$ cat src/fab_defines.svh
// System address map, register offsets and sizes
// Region decode uses address bits 31:28 only; offsets are the low 16 address bits
`ifndef FAB_DEFINES_SVH
`define FAB_DEFINES_SVH

// ==================================================
// Region codes on adr[31:28]
// ==================================================
`define MAP_RAM   4'h8
`define MAP_CLINT 4'h3
`define MAP_PBUS  4'h2

// RAM depth in 32-bit words
`define RAM_WORDS  256
// GPIO port width, at most 32
`define GPIO_WIDTH 16

// CLINT register offsets
`define CLINT_MSIP        16'h0000
`define CLINT_MTIMECMP_LO 16'h4000
`define CLINT_MTIMECMP_HI 16'h4004
`define CLINT_MTIME_LO    16'hBFF8
`define CLINT_MTIME_HI    16'hBFFC

// GPIO register offsets
`define GPIO_OUT 16'h0000
`define GPIO_IN  16'h0004

`endif

$ cat src/wb_pkg.sv
// Wishbone B4 pipelined bus types, 32-bit address and data
// Request and response travel as one packed struct each
`default_nettype none

package wb_pkg;

  // Bus widths
  typedef logic [31:0] wb_adr_t;
  typedef logic [31:0] wb_dat_t;
  typedef logic [3:0]  wb_sel_t;

  // Cycle type identifier
  typedef enum logic [2:0] {
    CLASSIC = 3'b000,
    CONST   = 3'b001,
    INCR    = 3'b010,
    EOB     = 3'b111
  } wb_cti_e;

  // Master to slave request
  typedef struct packed {
    wb_adr_t    adr;
    wb_dat_t    dat;
    wb_sel_t    sel;
    logic       we;
    wb_cti_e    cti;
    logic [1:0] bte;
    logic       cyc;
    logic       stb;
  } wb_master_t;

  // Slave to master response
  typedef struct packed {
    wb_dat_t dat;
    logic    ack;
    logic    err;
    logic    rty;
    logic    stall;
  } wb_slave_t;

endpackage

`default_nettype wire

$ cat src/fab_pkg.sv
// System level types for the fabric
// GPIO width comes from the defines header
`default_nettype none

`include "fab_defines.svh"

package fab_pkg;

  // Slave index, room for up to four slaves
  typedef logic [1:0] slave_idx_t;

  // Machine timer value and compare
  typedef logic [63:0] mtime_t;

  // GPIO port word
  typedef logic [`GPIO_WIDTH-1:0] gpio_t;

endpackage

`default_nettype wire

$ cat src/wb_interconnect.sv
// One master to NUM_SLAVES slaves; index 0 RAM, 1 CLINT, 2 peripheral bus
// Unmapped requests get err in the same cycle, slave strobes last one cycle
`timescale 1ns/1ns
`default_nettype none

`include "fab_defines.svh"

module wb_interconnect
  import wb_pkg::*;
  import fab_pkg::*;
#(
  parameter int NUM_SLAVES = 3
) (
  input  wire        clk_i,
  input  wire        rst_ni,
  input  wb_master_t wb_m_i,
  output wb_slave_t  wb_s_o,
  output wb_master_t wb_m_o [NUM_SLAVES],
  input  wb_slave_t  wb_s_i [NUM_SLAVES]
);

  localparam slave_idx_t IDX_RAM   = 2'd0;
  localparam slave_idx_t IDX_CLINT = 2'd1;
  localparam slave_idx_t IDX_PBUS  = 2'd2;

  logic [NUM_SLAVES-1:0] slave_sel;
  slave_idx_t            sel_idx;
  logic                  addr_valid;
  logic                  unmapped_req;
  logic                  accept;
  logic                  stall_w;
  slave_idx_t            active_q;
  logic                  pending_q;
  wb_slave_t             resp;

  // ==================================================
  // Address decode
  // ==================================================
  always_comb begin
    slave_sel  = '0;
    sel_idx    = IDX_RAM;
    addr_valid = 1'b0;
    case (wb_m_i.adr[31:28])
      `MAP_RAM: begin
        slave_sel[IDX_RAM] = 1'b1;
        sel_idx            = IDX_RAM;
        addr_valid         = 1'b1;
      end
      `MAP_CLINT: begin
        slave_sel[IDX_CLINT] = 1'b1;
        sel_idx              = IDX_CLINT;
        addr_valid           = 1'b1;
      end
      `MAP_PBUS: begin
        slave_sel[IDX_PBUS] = 1'b1;
        sel_idx             = IDX_PBUS;
        addr_valid          = 1'b1;
      end
      default: addr_valid = 1'b0;
    endcase
  end

  assign unmapped_req = wb_m_i.cyc && wb_m_i.stb && !addr_valid;

  // Stall from the addressed slave or from the one still busy
  // Never for an unmapped request, that one is answered at once
  always_comb begin
    stall_w = 1'b0;
    for (int i = 0; i < NUM_SLAVES; i++) begin
      if (slave_sel[i] || (pending_q && active_q == slave_idx_t'(i))) begin
        stall_w = stall_w | wb_s_i[i].stall;
      end
    end
    if (unmapped_req) begin
      stall_w = 1'b0;
    end
  end

  assign accept = wb_m_i.cyc && wb_m_i.stb && !stall_w;

  // ==================================================
  // Request tracking
  // ==================================================
  always_ff @(posedge clk_i) begin
    if (!rst_ni) begin
      active_q  <= IDX_RAM;
      pending_q <= 1'b0;
    end else if (accept && addr_valid) begin
      active_q  <= sel_idx;
      pending_q <= 1'b1;
    end else if ((resp.ack || resp.err) && (wb_m_i.cti == CLASSIC || wb_m_i.cti == EOB)) begin
      pending_q <= 1'b0;
    end
  end

  // Fan-out; strobe only in the accepting cycle
  always_comb begin
    for (int i = 0; i < NUM_SLAVES; i++) begin
      wb_m_o[i]     = wb_m_i;
      wb_m_o[i].stb = wb_m_i.cyc && wb_m_i.stb && slave_sel[i] && !stall_w;
      wb_m_o[i].cyc = wb_m_i.cyc &&
                      (slave_sel[i] || (pending_q && active_q == slave_idx_t'(i)));
    end
  end

  // Response from the pending slave, else from the addressed one
  always_comb begin
    resp = '0;
    for (int i = 0; i < NUM_SLAVES; i++) begin
      if (pending_q ? (active_q == slave_idx_t'(i)) : slave_sel[i]) begin
        resp = wb_s_i[i];
      end
    end
  end

  always_comb begin
    wb_s_o       = resp;
    wb_s_o.err   = resp.err | unmapped_req;
    wb_s_o.stall = stall_w;
  end

endmodule

`default_nettype wire

$ cat config.mk
export PLATFORM = sky130hd
export DESIGN_NAME = wb_interconnect
export DESIGN_NICKNAME = d
export VERILOG_FILES = /design/src/wb_pkg.sv /design/src/fab_pkg.sv /design/src/wb_interconnect.sv
export VERILOG_INCLUDE_DIRS = /design/src /design/src/src
export SDC_FILE = /design/constraint.sdc
export NUM_CORES = 1
export LEC_CHECK = 0
export ABC_AREA = 1
export BUFFER_PORTS_ARGS = -buffer_cell sky130_fd_sc_hd__buf_4
export CAP_MARGIN = 30
export CORE_AREA = 2 2 173 175
export DETAILED_ROUTE_END_ITERATION = 8
export DIE_AREA = 0 0 175 177
export PLACE_DENSITY = 0.44
export SETUP_SLACK_MARGIN = 0.02
export SLEW_MARGIN = 5
export SYNTH_ARGS = -nofsm -noshare
export SYNTH_HDL_FRONTEND = slang
export SYNTH_SLANG_ARGS = --single-unit
$ cat constraint.sdc
create_clock -name clk_i -period 1.55 [get_ports clk_i]
set_input_delay 0.31 -clock clk_i [delete_from_list [all_inputs] [get_ports clk_i]]
set_output_delay 0.31 -clock clk_i [all_outputs]
set_load 0.05 [all_outputs]
==> After elaboration in Yosys (flattened, before gate mapping) <==
Index checks and enable logic that the tools add are counted.
{ "word_totals": {"ff_bits": 3, "latchBits": 0, "ram_bits": 0, "rom_bits": 0, "in_bits": 186, "out_inout_bits": 264, "word_cells": 56, "mem_count": 0} }
{ "classes": {"add_sub_neg": 0, "n_mul": 0, "div_mod_pow": 0, "order_cmp": 0, "eq_ne": 6, "shift": 0, "muxes": 17, "n_bitwise": 3, "reduce_logical": 28} }
{ "ops": {"columns": ["operator", "n"], "rows": [
  ["$mux 36", 3],
  ["$logic_and 1x1->1", 17],
  ["$mux 1", 13],
  ["$eq 4x2->1 const B", 2],
  ["$logic_or 1x1->1", 5],
  ["$eq 4x4->1 const B", 1],
  ["$pmux 2 s2", 1],
  ["$eq 3x3->1 const B", 1],
  ["$logic_not 3->1", 1],
  ["$or 1x1->1", 3],
  ["$reduce_or 3->1", 1],
  ["$eq 2x1->1 const B", 1],
  ["$eq 2x2->1 const B", 1],
  ["$logic_not 1->1", 2],
  ["$logic_not 2->1", 1],
  ["$reduce_bool 2->1", 1]
]} }

==> Depth between registers and ports, before layout <==
{ "depth": {"depth_word": 13, "mapped_depth": 11, "ltp_nobuf": 11} }

==> Least setup slack after synthesis <==
Ideal clock, no wire load.
{ "synth_timing": {"kind": "reg2out", "startpoint": "register active_q[1]", "endpoint": "output wb_m_o[152] (netlist bit)", "arrival_ns": 1.897, "t_required_ns": 1.240, "path_slack_ns": -0.657, "stages_incl_launch_ff": 9, "n_path_buf": 0, "cell_sequence": "dfxtp_1 inv_1 nand3_2 nand2_2 nand2_2 nand3_2 nand2_2 inv_1 nor3_1"} }
{ "synth_rtl": {"columns": ["element", "line_no", "source"], "rows": [
  ["start, declared", "wb_interconnect.sv:32", "slave_idx_t active_q;"],
  ["start signal, assigned", "wb_interconnect.sv:89", "active_q <= sel_idx;"],
  ["end, declared", "wb_interconnect.sv:18", "output wb_master_t wb_m_o [NUM_SLAVES],"]
]} }

==> results by stage <==
Outcome:
- The flow ran to the end, but the final reports show violations.
- The final reports fail on setup timing.

Global route:
- In the global route stage, met1 resource usage came out at 0.0798.
- For this run, global-route usage on met3 was measured as 0.0369.
- Entering global routing, the biggest net connects 32 pins.
- The total global routing overflow is 0.
- The first global-routing pass estimated 16800 um of wire.
- In this run the most used layer during global routing was met2.
- The number of antenna violations at the first check in global routing is 0.
- The number of global-route vias before repair is 2643.
- The total track usage is 0.0735.
- The met2 layer usage reported by global route is 0.116.

STA:
- The final number of setup-violating endpoints is 42.
- The final-report hold violation count is 0.
- The time the worst path needs with I/O delays and setup is 1.95 ns.
- At the pin with the least slew margin, the transition time is 0.233 ns.
- The headroom to the max-slew limit is 0.845.
- Adding up every negative setup slack in the final design gives -14.33 ns.
- Timing would allow up to 512 MHz.
- Setup repair after global routing could not meet its margin everywhere.
- Of the available clock period, the critical path in the final layout requires 1.26.
- The worst clock skew on the final layout is 0.00130 ns.
- The max-slew violation count was 0.
- Across all setup checks in the final design, the least slack found is -0.404 ns.

Power:
- The net switching power figure is 0.720 mW.
- Of the total power, registers draw 0.047.
- The largest voltage drop on the vdd net is 0.193 mV.
- For this design the ratio of total power to cell area is 377 nW/um^2.
- In this run the static leakage power is 2.34 nW.
- The relative contribution of combinational cells to total power is 0.708.
- Of the total power, the share spent switching nets is 0.425.
- Cell internal power was estimated by the tool at 0.973 mW.
- Of the total power, the clock network draws 0.244.

Placed design:
- The congestion estimate from routability-driven global placement came to 0.774.
- The cell area reported after detailed placement is 3540 um^2.
- Summed over all nets, the half-perimeter wirelength after detailed placement is 9280 um.
- The number of I/O port buffers is 181.

Synthesis:
- Of the post-synthesis cell area, the dominant cell type holds 0.624.
- The cell count after synthesis is 441.
- The post-synthesis mux area share is 0.
- Of all cell types, the one taking the most synthesized area is buf_4.
- The average instance in the mapped netlist occupies 6.16 um^2.
- The distinct cell type count after synthesis is 16.
- The share of the Yosys chip area taken by registers is 0.0221.
- The area fraction in compound gates after synthesis is 0.0184.
- The fraction of the mapped netlist area in adder cells is 0.
- The area of the mapped netlist is 2720 um^2.
- By area the synthesized netlist is led by buf_4, nand3_1, nand2_1.
- The number of nets produced by synthesis is 627.
- Of the total synthesized cell area, the portion taken by XOR and XNOR cells is 0.
- By area, the combinational part of the netlist is dominated by buffers and inverters.
- Of the total synthesized cell area, the portion taken by AND, OR, NAND and NOR gates is 0.301.
- In this run, synthesis produced a sequential element count of 3.
- During synthesis, Yosys emitted a total of 0 warnings.

Setup path:
- For the worst setup path, the data required time is 1.24 ns.
- The worst setup path is captured at a primary output.
- Of all nets on the critical path, the largest fanout is 8.
- The critical setup path kind is register to primary output.
- The arrival time at the worst endpoint is 1.64 ns.
- The startpoint kind of the worst setup timing path is a register.
- The slack of the worst reg-to-reg path is 0.07 ns.

Finish:
- The share of final-layout standard cells stronger than drive strength 1 is 0.744.
- Leaving out fill and tap cells, the most frequent cells in the layout are buf_4, nand2_1, nand3_1.
- The count of inserted antenna diode cells is 0.
- The number of nets in the final layout is 625.
- Compared with the post-synthesis result, the final layout area differs by 65.3%.
- The most frequent standard cell in the layout excluding fill and tap cells is buf_4.
- After filler insertion, the fill cell instance count of the layout stands at 3296.
- The post-route cell area is 4490 um^2.

Die:
- The starting utilization of the core area is 0.0929.
- The width of the chip is 175 um.
- The die height is 177 um.
- The floorplan has 63 rows.
- The die area is 31000 um^2.
- During I/O placement, the number of pins put on the boundary was 450.
- The core area is 29200 um^2.

CTS:
- The total of hold buffers inserted after clock tree synthesis is 0.
- The buffer levels on the longest clock path is 2.
- The clock latency on the worst-skew pair is 0.22 ns.
- TritonCTS built the clock tree.
- The H-tree depth is 1.
- The number of sinks on the clock net is 3.
- Clock-pin slew was measured on the worst setup and hold paths at 0.03 ns.
- The CTS root buffer is clkbuf_16.
- The CTS buffer count is 3.

Routing:
- The routed wire length is 12400 um.
- The detailed router finished its first iteration with 29 violations.
- The first TritonRoute pass finished after 4 iterations.
- The count of nets left with antenna violations after detail routing is 0.
- The average vias per placed instance is 3.13.
- The total via count in the routed design is 2592.
- The final routed wire length divided by cell count is 15.0 um.
- The final routed DRC violation total is 0.

Min path:
- The path class of the lowest-slack min-delay path is input pin to register.

Flow run:
- Max-cap violations in this run came to 0.
-- sequential cells by signal, indices dropped and copies added, names as in the netlist --
register   count
pending_q      1
active_q       2
-- kinds of logic (layout without fill, tap and decap cells) --
kind of cell           after synthesis  count (layout)
buffers and inverters              248             245
AO/OA/AOI/OAI                        9               9
AND/OR/NAND/NOR                    181             181
flip-flops                           3               3
-- critical path: stages (launching register included) --
cell and delay [ns]:
dfxtp_4 0.35, buf_6 0.11, nand3b_1 0.21, nand2_4 0.12
buf_12 0.14, buf_16 0.17, nand2_4 0.07, nand3_4 0.09
buf_8 0.14
-- through the flow --
| stage | hold slack [ns] | setup WS (ns) | cells | utilization | power (mW) |
|---|---|---|---|---|---|
| 4_1_cts | 0.380 | -0.444 | 825 | 0.148 | 1.68 |
| 5_1_grt | 0.408 | -0.496 | 828 | 0.154 | 1.77 |
| 3_3_place_gp | 0.490 | -0.375 | 810 | 0.121 | 1.08 |
| 3_5_place_dp | 0.482 | -0.392 | 810 | 0.121 | 1.08 |
| 2_1_floorplan | 0.451 | -0.135 | 441 | - | 2.03 |
| 6_report | 0.372 | -0.404 | 828 | 0.154 | 1.69 |
-- final timing paths --
check               from           to  depth (start not counted)
min reg2reg  active_q[0]  active_q[0]                          2
max            pending_q   wb_s_o[10]                          8
min               rst_ni  active_q[0]                          3
max reg2reg  active_q[1]  active_q[1]                         10
-- power by group through the flow --
| stage | Combinational (mW) | Sequential [mW] | Clock, mW |
|---|---|---|---|
| 2_1_floorplan | 1.95 | 0.0818 | 0 |
| 3_3_place_gp | 0.995 | 0.0818 | 0 |
| 3_5_place_dp | 0.997 | 0.0818 | 0 |
| 4_1_cts | 1.18 | 0.0798 | 0.417 |
| 5_1_grt | 1.26 | 0.0802 | 0.430 |
| 6_report | 1.20 | 0.0799 | 0.414 |
-- layout make-up --
class                           instances  area, um^2  share of cell area
Clock buffer                            4        78.8              0.0175
Inverter                               13        48.8              0.0109
Multi-Input combinational cell        190        1590               0.354
Sequential cell                         3        65.1              0.0145
Tap cell                              390         488               0.109
Timing Repair Buffer                  228        2220               0.495
-- cell usage after synthesis --
master and instances:
inv_1 12, a21oi_1 7, nand2_1 87, buf_4 226, nand4_1 2, nand3b_1 1, buf_2 9, nor2_1 7
nand3_2 3, dfxtp_1 3, a21boi_0 2, nor2_2 1, nand3_1 73, nor3_1 1, nand2_2 6, inv_2 1
-- layer usage --
layer / share of wire / routed length [um]
met1: 0.37 / 4570
met2: 0.46 / 5700
met3: 0.12 / 1530
met4: 0.052 / 644
met5: 0 / 0
-- timing repair --
| action | 4_1_cts | 5_1_grt |
|---|---|---|
| buffers inserted | 7 | 2 |
| gates cloned | 6 | 1 |
| setup endpoints to repair | 43 | 45 |
| pin swaps | 28 | 16 |
| gates resized for setup | 145 | 26 |
Note: power is estimated with default switching activity, not from simulation.
