### src/fab_defines.svh
// System address map, register offsets and sizes
// Region decode uses address bits 31:28 only; offsets are the low 16 address bits
`ifndef FAB_DEFINES_SVH
`define FAB_DEFINES_SVH

// ==================================================
// Region codes on adr[31:28]
// ==================================================
`define MAP_RAM   4'h8
`define MAP_CLINT 4'h3
`define MAP_PBUS  4'h2

// RAM depth in 32-bit words
`define RAM_WORDS  256
// GPIO port width, at most 32
`define GPIO_WIDTH 16

// CLINT register offsets
`define CLINT_MSIP        16'h0000
`define CLINT_MTIMECMP_LO 16'h4000
`define CLINT_MTIMECMP_HI 16'h4004
`define CLINT_MTIME_LO    16'hBFF8
`define CLINT_MTIME_HI    16'hBFFC

// GPIO register offsets
`define GPIO_OUT 16'h0000
`define GPIO_IN  16'h0004

`endif

### src/wb_pkg.sv
// Wishbone B4 pipelined bus types, 32-bit address and data
// Request and response travel as one packed struct each
`default_nettype none

package wb_pkg;

  // Bus widths
  typedef logic [31:0] wb_adr_t;
  typedef logic [31:0] wb_dat_t;
  typedef logic [3:0]  wb_sel_t;

  // Cycle type identifier
  typedef enum logic [2:0] {
    CLASSIC = 3'b000,
    CONST   = 3'b001,
    INCR    = 3'b010,
    EOB     = 3'b111
  } wb_cti_e;

  // Master to slave request
  typedef struct packed {
    wb_adr_t    adr;
    wb_dat_t    dat;
    wb_sel_t    sel;
    logic       we;
    wb_cti_e    cti;
    logic [1:0] bte;
    logic       cyc;
    logic       stb;
  } wb_master_t;

  // Slave to master response
  typedef struct packed {
    wb_dat_t dat;
    logic    ack;
    logic    err;
    logic    rty;
    logic    stall;
  } wb_slave_t;

endpackage

`default_nettype wire

### src/fab_pkg.sv
// System level types for the fabric
// GPIO width comes from the defines header
`default_nettype none

`include "fab_defines.svh"

package fab_pkg;

  // Slave index, room for up to four slaves
  typedef logic [1:0] slave_idx_t;

  // Machine timer value and compare
  typedef logic [63:0] mtime_t;

  // GPIO port word
  typedef logic [`GPIO_WIDTH-1:0] gpio_t;

endpackage

`default_nettype wire

### src/wb_gpio.sv
// Slow GPIO slave; stall the cycle after acceptance, ack two cycles after it
// gpio_i passes a two-flop synchronizer, no reset on those flops
`timescale 1ns/1ns
`default_nettype none

`include "fab_defines.svh"

module wb_gpio
  import wb_pkg::*;
  import fab_pkg::*;
(
  input  wire        clk_i,
  input  wire        rst_ni,
  input  wb_master_t wb_i,
  output wb_slave_t  wb_o,
  input  gpio_t      gpio_i,
  output gpio_t      gpio_o
);

  typedef enum logic [1:0] {GPIO_IDLE, GPIO_WAIT, GPIO_RESP} gpio_state_e;

  gpio_state_e state_q, state_d;
  logic        accept;
  logic [15:0] req_off_q;
  logic        req_we_q;
  wb_dat_t     req_dat_q;
  gpio_t       gpio_out_q;
  gpio_t       gpio_meta_q;
  gpio_t       gpio_in_q;
  wb_dat_t     rd_dat;
  wb_dat_t     dat_q;

  // Busy only in WAIT, RESP can take the next access
  assign accept = wb_i.cyc && wb_i.stb && (state_q != GPIO_WAIT);

  // ==================================================
  // Access FSM
  // ==================================================
  always_comb begin
    case (state_q)
      GPIO_WAIT: state_d = GPIO_RESP;
      default:   state_d = accept ? GPIO_WAIT : GPIO_IDLE;
    endcase
  end

  always_ff @(posedge clk_i) begin
    if (!rst_ni) begin
      state_q    <= GPIO_IDLE;
      gpio_out_q <= '0;
    end else begin
      state_q <= state_d;
      // Writes land at the end of WAIT; GPIO_IN is read-only
      if (state_q == GPIO_WAIT && req_we_q && req_off_q == `GPIO_OUT) begin
        gpio_out_q <= req_dat_q[`GPIO_WIDTH-1:0];
      end
    end
  end

  // Upper bits read as zero
  always_comb begin
    case (req_off_q)
      `GPIO_OUT: rd_dat = {{(32-`GPIO_WIDTH){1'b0}}, gpio_out_q};
      `GPIO_IN:  rd_dat = {{(32-`GPIO_WIDTH){1'b0}}, gpio_in_q};
      default:   rd_dat = '0;
    endcase
  end

  // Request capture, read data and input synchronizer
  always_ff @(posedge clk_i) begin
    gpio_meta_q <= gpio_i;
    gpio_in_q   <= gpio_meta_q;
    if (accept) begin
      req_off_q <= wb_i.adr[15:0];
      req_we_q  <= wb_i.we;
      req_dat_q <= wb_i.dat;
    end
    if (state_q == GPIO_WAIT) begin
      dat_q <= rd_dat;
    end
  end

  assign wb_o.dat   = dat_q;
  assign wb_o.ack   = (state_q == GPIO_RESP);
  assign wb_o.err   = 1'b0;
  assign wb_o.rty   = 1'b0;
  assign wb_o.stall = (state_q == GPIO_WAIT);
  assign gpio_o     = gpio_out_q;

endmodule

`default_nettype wire

### config.mk
export PLATFORM = sky130hd
export DESIGN_NAME = wb_gpio
export DESIGN_NICKNAME = d
export VERILOG_FILES = /design/src/wb_pkg.sv /design/src/fab_pkg.sv /design/src/wb_gpio.sv
export VERILOG_INCLUDE_DIRS = /design/src /design/src/src
export SDC_FILE = /design/constraint.sdc
export NUM_CORES = 1
export LEC_CHECK = 0
export ABC_AREA = 1
export BUFFER_PORTS_ARGS = -buffer_cell sky130_fd_sc_hd__buf_2
export CORE_ASPECT_RATIO = 0.9
export CORE_UTILIZATION = 45
export CTS_CLUSTER_DIAMETER = 120
export DETAILED_ROUTE_END_ITERATION = 10
export PLACE_DENSITY = 0.78
export SYNTH_ARGS = -nofsm -noshare
export SYNTH_HDL_FRONTEND = slang
export SYNTH_SLANG_ARGS = --single-unit
### constraint.sdc
create_clock -name clk_i -period 5.1 [get_ports clk_i]
set_clock_uncertainty 0.05 [all_clocks]
set_input_delay 0.255 -clock clk_i [delete_from_list [all_inputs] [get_ports clk_i]]
set_output_delay 0.255 -clock clk_i [all_outputs]
set_load 0.05 [all_outputs]
Word level (Yosys, flattened, before mapping)
Index checks and enable logic that the tools add are counted.
W data, S select, Z words.
- output and inout bits: 52
- bits in registers: 115
- input port bits: 94
- word-level logic and storage cells: 23
- reductions and logical operators: 6
- mux-type cells: 3
- bitwise gates (word level): 1
- equality and inequality tests: 4
- operators with widths (cell ; number):
    $pmux W16 S2 ; 1
    $eq A16 B3 Y1 const B ; 1
    $logic_not A16 Y1 ; 1
    $logic_and A1 B1 Y1 ; 4
    $eq A2 B1 Y1 const B ; 1
    $eq A2 B2 Y1 const B ; 1
    $mux W2 ; 1
    $ne A2 B1 Y1 const B ; 1
    $reduce_or A2 Y1 ; 1
    $mux W1 ; 1
    $not A1 Y1 ; 1

Longest topological paths before layout
Gate-level depths: netlist of the first run.
- word-level depth: 4
- mapped depth: 8
- mapped depth without buffers: 7

Worst setup path before layout of the first run
OpenSTA, ideal clock, no wires.
- path type: register -> register
- start: register state_q[1]
- end: register req_dat_q[0], enable pin
- arrival: 1.207 ns
- setup time: 0.388 ns
- required time: 4.662 ns
- period minus slack after synthesis: 1.644 ns
- cell stages (with the launch flop): 5
- slack: 3.456 ns
- cells stage by stage: dfxtp_1 -> inv_2 -> nand2_1 -> nand3_1 -> inv_1
- word-level cells in the longest chain between the ends: 2
- RTL lines (element ; line ; source):
    from (decl) ; wb_gpio.sv:22 ; gpio_state_e state_q, state_d;
    from (signal assigned) ; wb_gpio.sv:51 ; state_q <= state_d;
    $ne A2 B1 Y1 ; wb_gpio.sv:34 ; assign accept = wb_i.cyc && wb_i.stb && (state_q != GPIO_WAIT);
    $logic_and A1 B1 Y1 ; wb_gpio.sv:34 ;
    via accept ; wb_gpio.sv:23 ; logic accept;
    to (signal assigned) ; wb_gpio.sv:75 ; req_dat_q <= wb_i.dat;
    to (decl) ; wb_gpio.sv:26 ; wb_dat_t req_dat_q;
The timed path passes the listed nets, and every way through them passes these cells.
A chain may end at the register's enable or synchronous reset.

Worst setup path after layout of the first run
- start: register req_off_q[13]
- end: register dat_q[1] (data pin)
- word-level cells in the longest chain between the ends: 2
- elaborated cells between the ends (all ways): 3
- classes of those cells: eq/ne: 1; mux: 1; reduce/logical: 1
- RTL lines (element ; line ; source):
    from (decl) ; wb_gpio.sv:24 ; logic [15:0] req_off_q;
    from (signal assigned) ; wb_gpio.sv:73 ; req_off_q <= wb_i.adr[15:0];
    $eq A16 B3 Y1 / $logic_not A16 Y1 (equally long branches) ; wb_gpio.sv:61 ; case (req_off_q)
    $pmux W16 S2 (*) ; wb_gpio.sv:61 ;
    via rd_dat[1] ; wb_gpio.sv:30 ; wb_dat_t rd_dat;
    to (signal assigned) ; wb_gpio.sv:78 ; dat_q <= rd_dat;
    to (decl) ; wb_gpio.sv:31 ; wb_dat_t dat_q;
Mark *: on every way through the listed nets, which the timed path passes. The rest lies on a longest branch.

==> results.cfg, run 1 <==
[yosys]
avgSynthCellArea_um2 = 11.4
synth_common_cells = inv_1 (52), dfxtp_1 (50), edfxtp_1 (49)
synthArstFlopShare_pct = 0
yosysSeqAreaShare_pct = 72.0
synthTopCellsByArea = edfxtp_1 (43%), dfxtp_1 (29%), inv_1 (5.7%)
synth_edf_count = 49
syn_inst = 301
ys_ff_latch = 99
netlist_area_um2 = 3430
dominantRegCellSynth = dfxtp_1
yosysTopAreaCellShare_pct = 42.9
yosysWarnings = 0
yosysTopAreaCell = edfxtp_1
synth_cell_types = 19
synth_most_common_cell = inv_1

[power]
p_per_area_nw_per_um2 = 340
worst_ir_drop_vdd_mv = 0.224
leakagePower_nw = 1.92

[place]
postPlaceCellArea_um2 = 3850
gp_congestion = 0.772
numPortBuffers = 86
hpwl_um = 3970

[finish]
nets = 498
antennaDiodeCount = 0
area_growth_pct = 23.1
final_cell_area_um2 = 4220
drive_gt1_share_pct = 26.2

[critical_path]
cp_max_fo = 34
cp-startpoint = req_off_q[13]
timing.critical_path.required_ps = 5210
cp.arrival_ps = 2500
crit_type = flip-flop to flip-flop
endpoint = dat_q[1]
r2r_start = req_off_q[13]
worst-r2r-setup-slack_ps = 2710
reg2reg_depth = 5
endpoint_kind = flip-flop
worst_r2r_endpoint = dat_q[1]
start_kind = flip-flop

[sta]
setup_violations = 0
tns_ps = 0
hold_violations = 0
finalCritPeriodShare_pct = 46.9
slew_headroom_pct = 23.6
post-route-min-period_ps = 2390
fmax_mhz = 418
final_max_slew_viol_count = 0
rsz0062_at_grt = false
hold_ws_ps = 22.8
worstMarginPinSlew_ps = 1140

[clock_network]
cts.htree.levels = 3
numCtsBuffers = 9
ctsRootBufferMaster = clkbuf_8
postCtsSetupRepairBufs = 0
cts_resized = 0
insertion_delay_ps = 350
clockBufferDepth = 2
clock_sinks = 99
cts_tree = yes
ctsHoldBuffers = 16
clk_pin_slew_ps = 90

[global_route]
grt_max_degree = 35
grt_pass1_wl_um = 9260
grt_pass1_vias = 2039
antenna_found_initial = 0
grt_usage_pct = 15.8
gr-total-overflow = 0

[worst_hold_path]
holdPathStages = 1
hp-class = input port to flip-flop

[die]
core-area_um2 = 7220
die_area_um2 = 7980
num_io_pins = 146
die_y_um = 84.9
placementRows = 29
die_x_um = 94.1
initial_core_util_pct = 47.5

[detailed_routing]
drtIter0Drc = 53
antenna_left = 0
drtPass1Iterations = 4
routed_via_density = 4.40
vias = 2207
totalWireLength_um = 5790
post_drt_wl_per_cell_um = 11.5
drc = 0

[status]
outcome = finished clean

[run]
drv_cap = 0
==> worst max-delay path, stage by stage (launching register included) <==
cell and delay (ps):
edfxtp_1 360, nor2_1 110, nand2_1 90, nor2_4 630, nand2_1 580, o21ai_0 370
==> report_power, final <==
part	switching, mW	internal (mW)
Clock	0.257	0.231
Combinational	0.0564	0.0266
Sequential	0.00625	0.861
Total	0.320	1.12
==> cell type report <==
class | instances | area (µm²)
Tap cell | 93 | 116
Multi-Input combinational cell | 138 | 637
Clock inverter | 7 | 75.1
Timing Repair Buffer | 103 | 601
Sequential cell | 99 | 2470
Inverter | 53 | 199
Clock buffer | 9 | 124
Fill cell | 620 | 3000
==> worst min path at each step <==
| stage | start | end | slack (ps) |
|---|---|---|---|
| detailed placement | gpio_meta_q[6] | gpio_in_q[6] | 260 |
| global route | wb_i[58] | req_off_q[14] | 0.1 |
| finish | wb_i[57] | req_off_q[13] | 20 |
| floorplan | gpio_i[0] | gpio_meta_q[0] | 230 |
| CTS | wb_i[57] | req_off_q[13] | 7 |
| global placement | gpio_meta_q[5] | gpio_in_q[5] | 260 |
==> registers in the layout (all words and copies together) (netlist names) <==
signal       cells
dat_q           16
gpio_in_q       16
gpio_meta_q     16
gpio_o          16
req_dat_q       16
req_off_q       16
req_we_q         1
state_q          2
==> cell usage in the layout, fill, tap and decap left out <==
master and instances:
buf_2 86, inv_1 52, dfxtp_1 50, edfxtp_1 49, nand2_1 38, nor2_1 27, conb_1 18, nand3_1 17
dlygate4sd3_1 17, nand4_1 16, o21ai_1 10, clkbuf_8 9, o21ai_0 6, nor2_4 2, nor2_2 2, inv_6 2
nand3b_1 1, inv_2 1, nand3_4 1, clkinv_1 1, clkinv_2 1, clkinvlp_4 1, inv_8 1, bufinv_16 1
==> routing by layer <==
layer,up-vias,part of all wire [%],track usage [%],routed length [µm]
met3,8,6.0,5.20,347
li1,1132,-,-,-
met4,0,1.7,6.43,101
met2,86,48,25.5,2790
met5,-,0,0,0
met1,981,44,19.7,2550
==> stage by stage <==
stage               power, mW  cells  setup slack [ps]  util [%]
floorplan               0.943    318              3460         -
global placement        0.957    469              2740      53.4
detailed placement      0.959    469              2730      53.4
CTS                      1.46    501              2700      58.4
global route             1.50    502              2460      58.5
finish                   1.44    502              2710      58.5
==> logic make-up after synthesis <==
logic type	share of synthesized area [%]
AOI/OAI and AO/OA	2.33
buffers and inverters	11.3
DFF	72.0
other	0.109
and+or+nand+nor	14.3
Power figures use the tool's default switching activity.
==> run 2, diff against run 1 <==
clock period = 2.3 ns   (was 5.1 ns; I/O delays follow)
==> run 2 against run 1 <==
Via count rose by 5.8%. Core utilization rose by 5.5 points. Combinational power rose to 2.8 times the previous value. Total power rose by 130%. Maximum frequency rose by 27%. Count of clock-buffer cells in the layout rose by 2. Flip-flop and latch count did not move.
==> results.cfg, run 2 (same netlist as run 1, synthesis figures left out) <==
[die]
core-area_um2 = 7220
die_area_um2 = 7980
die_y_um = 84.9
die_x_um = 94.1
num_io_pins = 146
initial_core_util_pct = 47.5
placementRows = 29

[critical_path]
endpoint_kind = flip-flop
cp_max_fo = 16
path_delay_family = simple AND/OR/NAND/NOR gates
cp_common_cell = nand2_1
crit_chain = nor2_1, nand2_1, nor2_4, nand2_1, o21ai_0
start_kind = flip-flop
timing.critical_path.required_ps = 2400
crit_path_max_incr_delay_ps = 440
worst-path-buf-inv = 0
crit_path_top_delay_cell = edfxtp_1
crit_type = flip-flop to flip-flop
cp.arrival_ps = 1980

[power]
switching_share_pct = 21.0
p_sw_mw = 0.695
seq_power_share_pct = 58.1
clkPwrFrac_pct = 34.8
p_comb_share_pct = 7.1
p_int_mw = 2.62
leakagePower_nw = 2.09
worst_ir_drop_vdd_mv = 0.459
p_per_area_nw_per_um2 = 717

[clock_network]
ctsRootBufferMaster = clkbuf_8
cts.htree.levels = 3
insertion_delay_ps = 350
cts_tree = yes
numCtsBuffers = 9
clock_sinks = 99
cts_resized = 0
clk_pin_slew_ps = 90
clockBufferDepth = 2

[place]
postPlaceCellArea_um2 = 3900
dp_cells = 475
gp_congestion = 0.750
numPortBuffers = 86
hpwl_um = 4020
dp_slack_ps = 508

[finish]
antennaDiodeCount = 0
stdcell_count = 542
layout_common_cells = buf_2 (86), inv_1 (52), dlygate4sd3_1 (51)
ff_latch_area_um2 = 2470
drive_gt1_share_pct = 24.9
fin_util_pct = 64.0
area_growth_pct = 34.6
multiInputGateArea_um2 = 637
final_cell_area_um2 = 4620
nFillCells = 567
nets = 538
final_common_cell = buf_2

[global_route]
grt_usage_pct = 18.2
grt_pass1_vias = 2304
grt_max_degree = 34
grt_pass1_wl_um = 10700
gr-total-overflow = 0
antenna_found_initial = 0

[detailed_routing]
vias = 2336
totalWireLength_um = 6700
routed_via_density = 4.31
antenna_left = 0
drtIter0Drc = 89
drc = 0
drtPass1Iterations = 4
post_drt_wl_per_cell_um = 12.4

[run]
drv_cap = 0

[sta]
setup_slack_ps = 423
setup_violations = 0
post-route-min-period_ps = 1880
rsz0062_at_grt = false
slew_headroom_pct = 63.3
worstMarginPinSlew_ps = 549
final_max_slew_viol_count = 0
fmax_mhz = 533
hold_violations = 0
finalCritPeriodShare_pct = 81.6
tns_ps = 0

[status]
outcome = finished clean

[worst_hold_path]
hp-class = input port to flip-flop
## run 2: changes by cell type in the layout (fill, tap and decap cells not counted), sizes merged, moves of 2 or more
cell / previous run / this run
buf: 86 / 92
clkbuf: 9 / 11
dlygate4sd3: 17 / 51
inv: 56 / 53
## run 2: worst paths after layout
path              cells past startpoint  slack, ps             to            start
setup reg to reg                      5        420       dat_q[0]    req_off_q[14]
hold / removal                        3         80      gpio_o[4]           rst_ni
hold reg to reg                       0        280  gpio_in_q[13]  gpio_meta_q[13]
setup / recovery                      5        420       dat_q[0]    req_off_q[14]
## run 2: per-layer routing
| layer | track usage (%) | share of wire, % | routed length [µm] | vias to the layer above |
|---|---|---|---|---|
| met5 | 0 | 0 | 0 | - |
| met3 | 6.45 | 5.5 | 369 | 12 |
| met2 | 31.1 | 50 | 3370 | 88 |
| met1 | 21.3 | 42 | 2830 | 1024 |
| met4 | 6.29 | 1.9 | 127 | 0 |
| li1 | - | - | - | 1212 |
## run 2: timing repair
item,in CTS,in global routing
setup endpoints to repair,0,0
buffers inserted,0,0
hold buffers,51,0
endpoints found under the hold margin,50,0
## run 2: worst reg2reg max path, delay by kind of cell (launching register included)
kind,cells,cell delay [ps]
and+or+nand+nor,4,840
DFF,1,440
AOI/OAI and AO/OA,1,360
## run 2: layout make-up
type / instances / share of cell area [%]
multi-input combinational: 138 / 13.8
tap: 93 / 2.52
clock buffer: 11 / 2.84
sequential: 99 / 53.5
clock inverter: 5 / 1.68
inverter: 53 / 4.31
timing repair buffer: 143 / 21.3
## run 2: power groups by stage
stage	clock, mW	combinational, mW	sequential, mW
2_1_floorplan	0	0.128	1.96
3_3_place_gp	0	0.161	1.96
3_5_place_dp	0	0.164	1.96
4_1_cts	1.17	0.230	1.92
5_1_grt	1.26	0.255	1.93
6_report	1.15	0.236	1.92
## run 2: metrics by stage
step / hold slack [ps] / power [mW]
6_report: 83.5 / 3.31
5_1_grt: 87.3 / 3.44
4_1_cts: 58.6 / 3.32
3_5_place_dp: 169 / 2.13
3_3_place_gp: 168 / 2.12
2_1_floorplan: 92.7 / 2.09
==> run 3, diff against run 2 <==
CORE_UTILIZATION = 42   (was 45)
PLACE_DENSITY = 0.77   (was 0.78)
clock period = 1.58 ns   (was 2.3 ns; I/O delays follow)
==> run 3 against run 2 <==
Wire length up 3.1%. Non-clock buffer count grew 6. Largest cell class unchanged. Critical path type unchanged. Highest routed layer unchanged. Die area up 7.0%. Flip-flop and latch count unchanged. Count of clock-buffer cells in the layout down 1. Maximum frequency is 27% higher. Worst hold slack worse by 23 ps. Clock power grew 22%.
==> results.cfg, run 3 (same netlist as run 1, synthesis figures left out) <==
[detailed_routing]
drtIter0Drc = 94
antenna_left = 0
highest_layer = met4
vias = 2405
totalWireLength_um = 6910
drtPass1Iterations = 4
routed_via_density = 4.36
drc = 0
wl_met2_um = 3690
wl_met3_um = 433
post_drt_wl_per_cell_um = 12.5
drt-met1-wl_um = 2730

[global_route]
grt_pass1_wl_um = 10900
grt_max_degree = 34
grt_pass1_vias = 2425
gr-total-overflow = 0
antenna_found_initial = 0
grt_usage_pct = 16.9

[sta]
hold_violations = 0
setup_violations = 0
fmax_mhz = 677
hold_ws_ps = 60.5
final_max_slew_viol_count = 0
finalCritPeriodShare_pct = 93.5
post-route-min-period_ps = 1480
rsz0062_at_grt = true

[clock_network]
numCtsBuffers = 9
ctsRootBufferMaster = clkbuf_8
cts.htree.levels = 3
insertion_delay_ps = 340
clockBufferDepth = 2
cts_tree = yes
clock_sinks = 99
clk_pin_slew_ps = 100

[critical_path]
cp-startpoint = req_off_q[1]
start_kind = flip-flop
r2r_start = req_off_q[1]
timing.critical_path.required_ps = 1710
worst-r2r-setup-slack_ps = 100
endpoint = dat_q[3]
worst_r2r_endpoint = dat_q[3]
cp_max_fo = 16
reg2reg_depth = 6
crit_type = flip-flop to flip-flop
cp.arrival_ps = 1610
endpoint_kind = flip-flop

[finish]
nFillCells = 606
fin_util_pct = 60.3
stdcell_count = 551
final_common_cell = buf_2
layout_common_cells = buf_2 (85), inv_1 (51), dlygate4sd3_1 (51)
area_growth_pct = 35.8
multiInputGateArea_um2 = 637
antennaDiodeCount = 0
drive_gt1_share_pct = 26.4
ff_latch_area_um2 = 2470
nets = 544
final_cell_area_um2 = 4660

[place]
gp_congestion = 0.743
hpwl_um = 4360
dp_cells = 483
numPortBuffers = 86
postPlaceCellArea_um2 = 3970

[die]
initial_core_util_pct = 44.4
placementRows = 30
die_area_um2 = 8540
core-area_um2 = 7730
die_y_um = 87.8
die_x_um = 97.3
num_io_pins = 146

[power]
worst_ir_drop_vdd_mv = 0.549
p_comb_share_pct = 7.7
leakagePower_nw = 2.11
p_total_mw = 4.56
seq_power_share_pct = 61.4
p_int_mw = 3.50
p_sw_mw = 1.05
switching_share_pct = 23.1
p_per_area_nw_per_um2 = 977
clkPwrFrac_pct = 30.8

[worst_hold_path]
hp-class = input port to flip-flop
min_from = rst_ni

[status]
outcome = finished clean

[run]
drv_cap = 0
==> run 3: cell count changes in the layout (fill, tap and decap cells not counted), moves of 2 or more <==
cell       previous run  this run
buf_12                0         2
inv_4                 0         2
bufinv_16             2         0
buf_4                 6        10
==> run 3: final cells by class <==
type	count	share of cell area [%]
Sequential cell	99	53.0
Inverter	53	4.35
Clock inverter	6	0.832
Multi-Input combinational cell	138	13.7
Timing Repair Buffer	149	22.8
Clock buffer	10	2.74
Tap cell	96	2.58
==> run 3: critical path, cell delays in order (launching register included) <==
cell and delay, ps:
edfxtp_1 380, nor2_1 150, nand2_1 100, nor2_4 180
nand2_1 70, buf_4 200, o21ai_0 180
==> run 3: how the worst min path moves through the flow <==
stage | to | slack (ps) | depth (start not counted)
after CTS | gpio_o[6] | 50 | 3
final | gpio_o[8] | 60 | 3
after global placement | gpio_meta_q[7] | 130 | 1
after detailed placement | gpio_meta_q[2] | 130 | 1
after floorplan | gpio_meta_q[0] | 60 | 0
after global routing | gpio_o[5] | 60 | 3
==> run 3: repair_timing <==
action,4_1_cts,5_1_grt
buffers inserted,0,1
hold buffers,51,0
pin swaps,0,1
endpoints found under the setup margin,1,6
hold endpoints to repair,50,0
resized for setup,1,1
==> run 3: power groups by stage <==
stage | Clock (mW) | Sequential, mW | Combinational, mW
floorplan | 0 | 2.86 | 0.187
global placement | 0 | 2.85 | 0.245
detailed placement | 0 | 2.86 | 0.250
CTS | 1.43 | 2.80 | 0.347
global route | 1.53 | 2.81 | 0.378
finish | 1.40 | 2.80 | 0.352
==> run 3: metal layers <==
metal | vias up | GRT usage [%]
met5 | - | 0
met4 | 0 | 6.42
met3 | 5 | 3.75
met2 | 96 | 33.3
met1 | 1083 | 17.8
li1 | 1221 | -
==> run 3: metrics by stage <==
stage	setup WS, ps	setup TNS [ps]
after floorplan	100	0
after global placement	159	0
after detailed placement	102	0
after CTS	9.79	0
after global routing	-30.4	-72.7
final	102	0
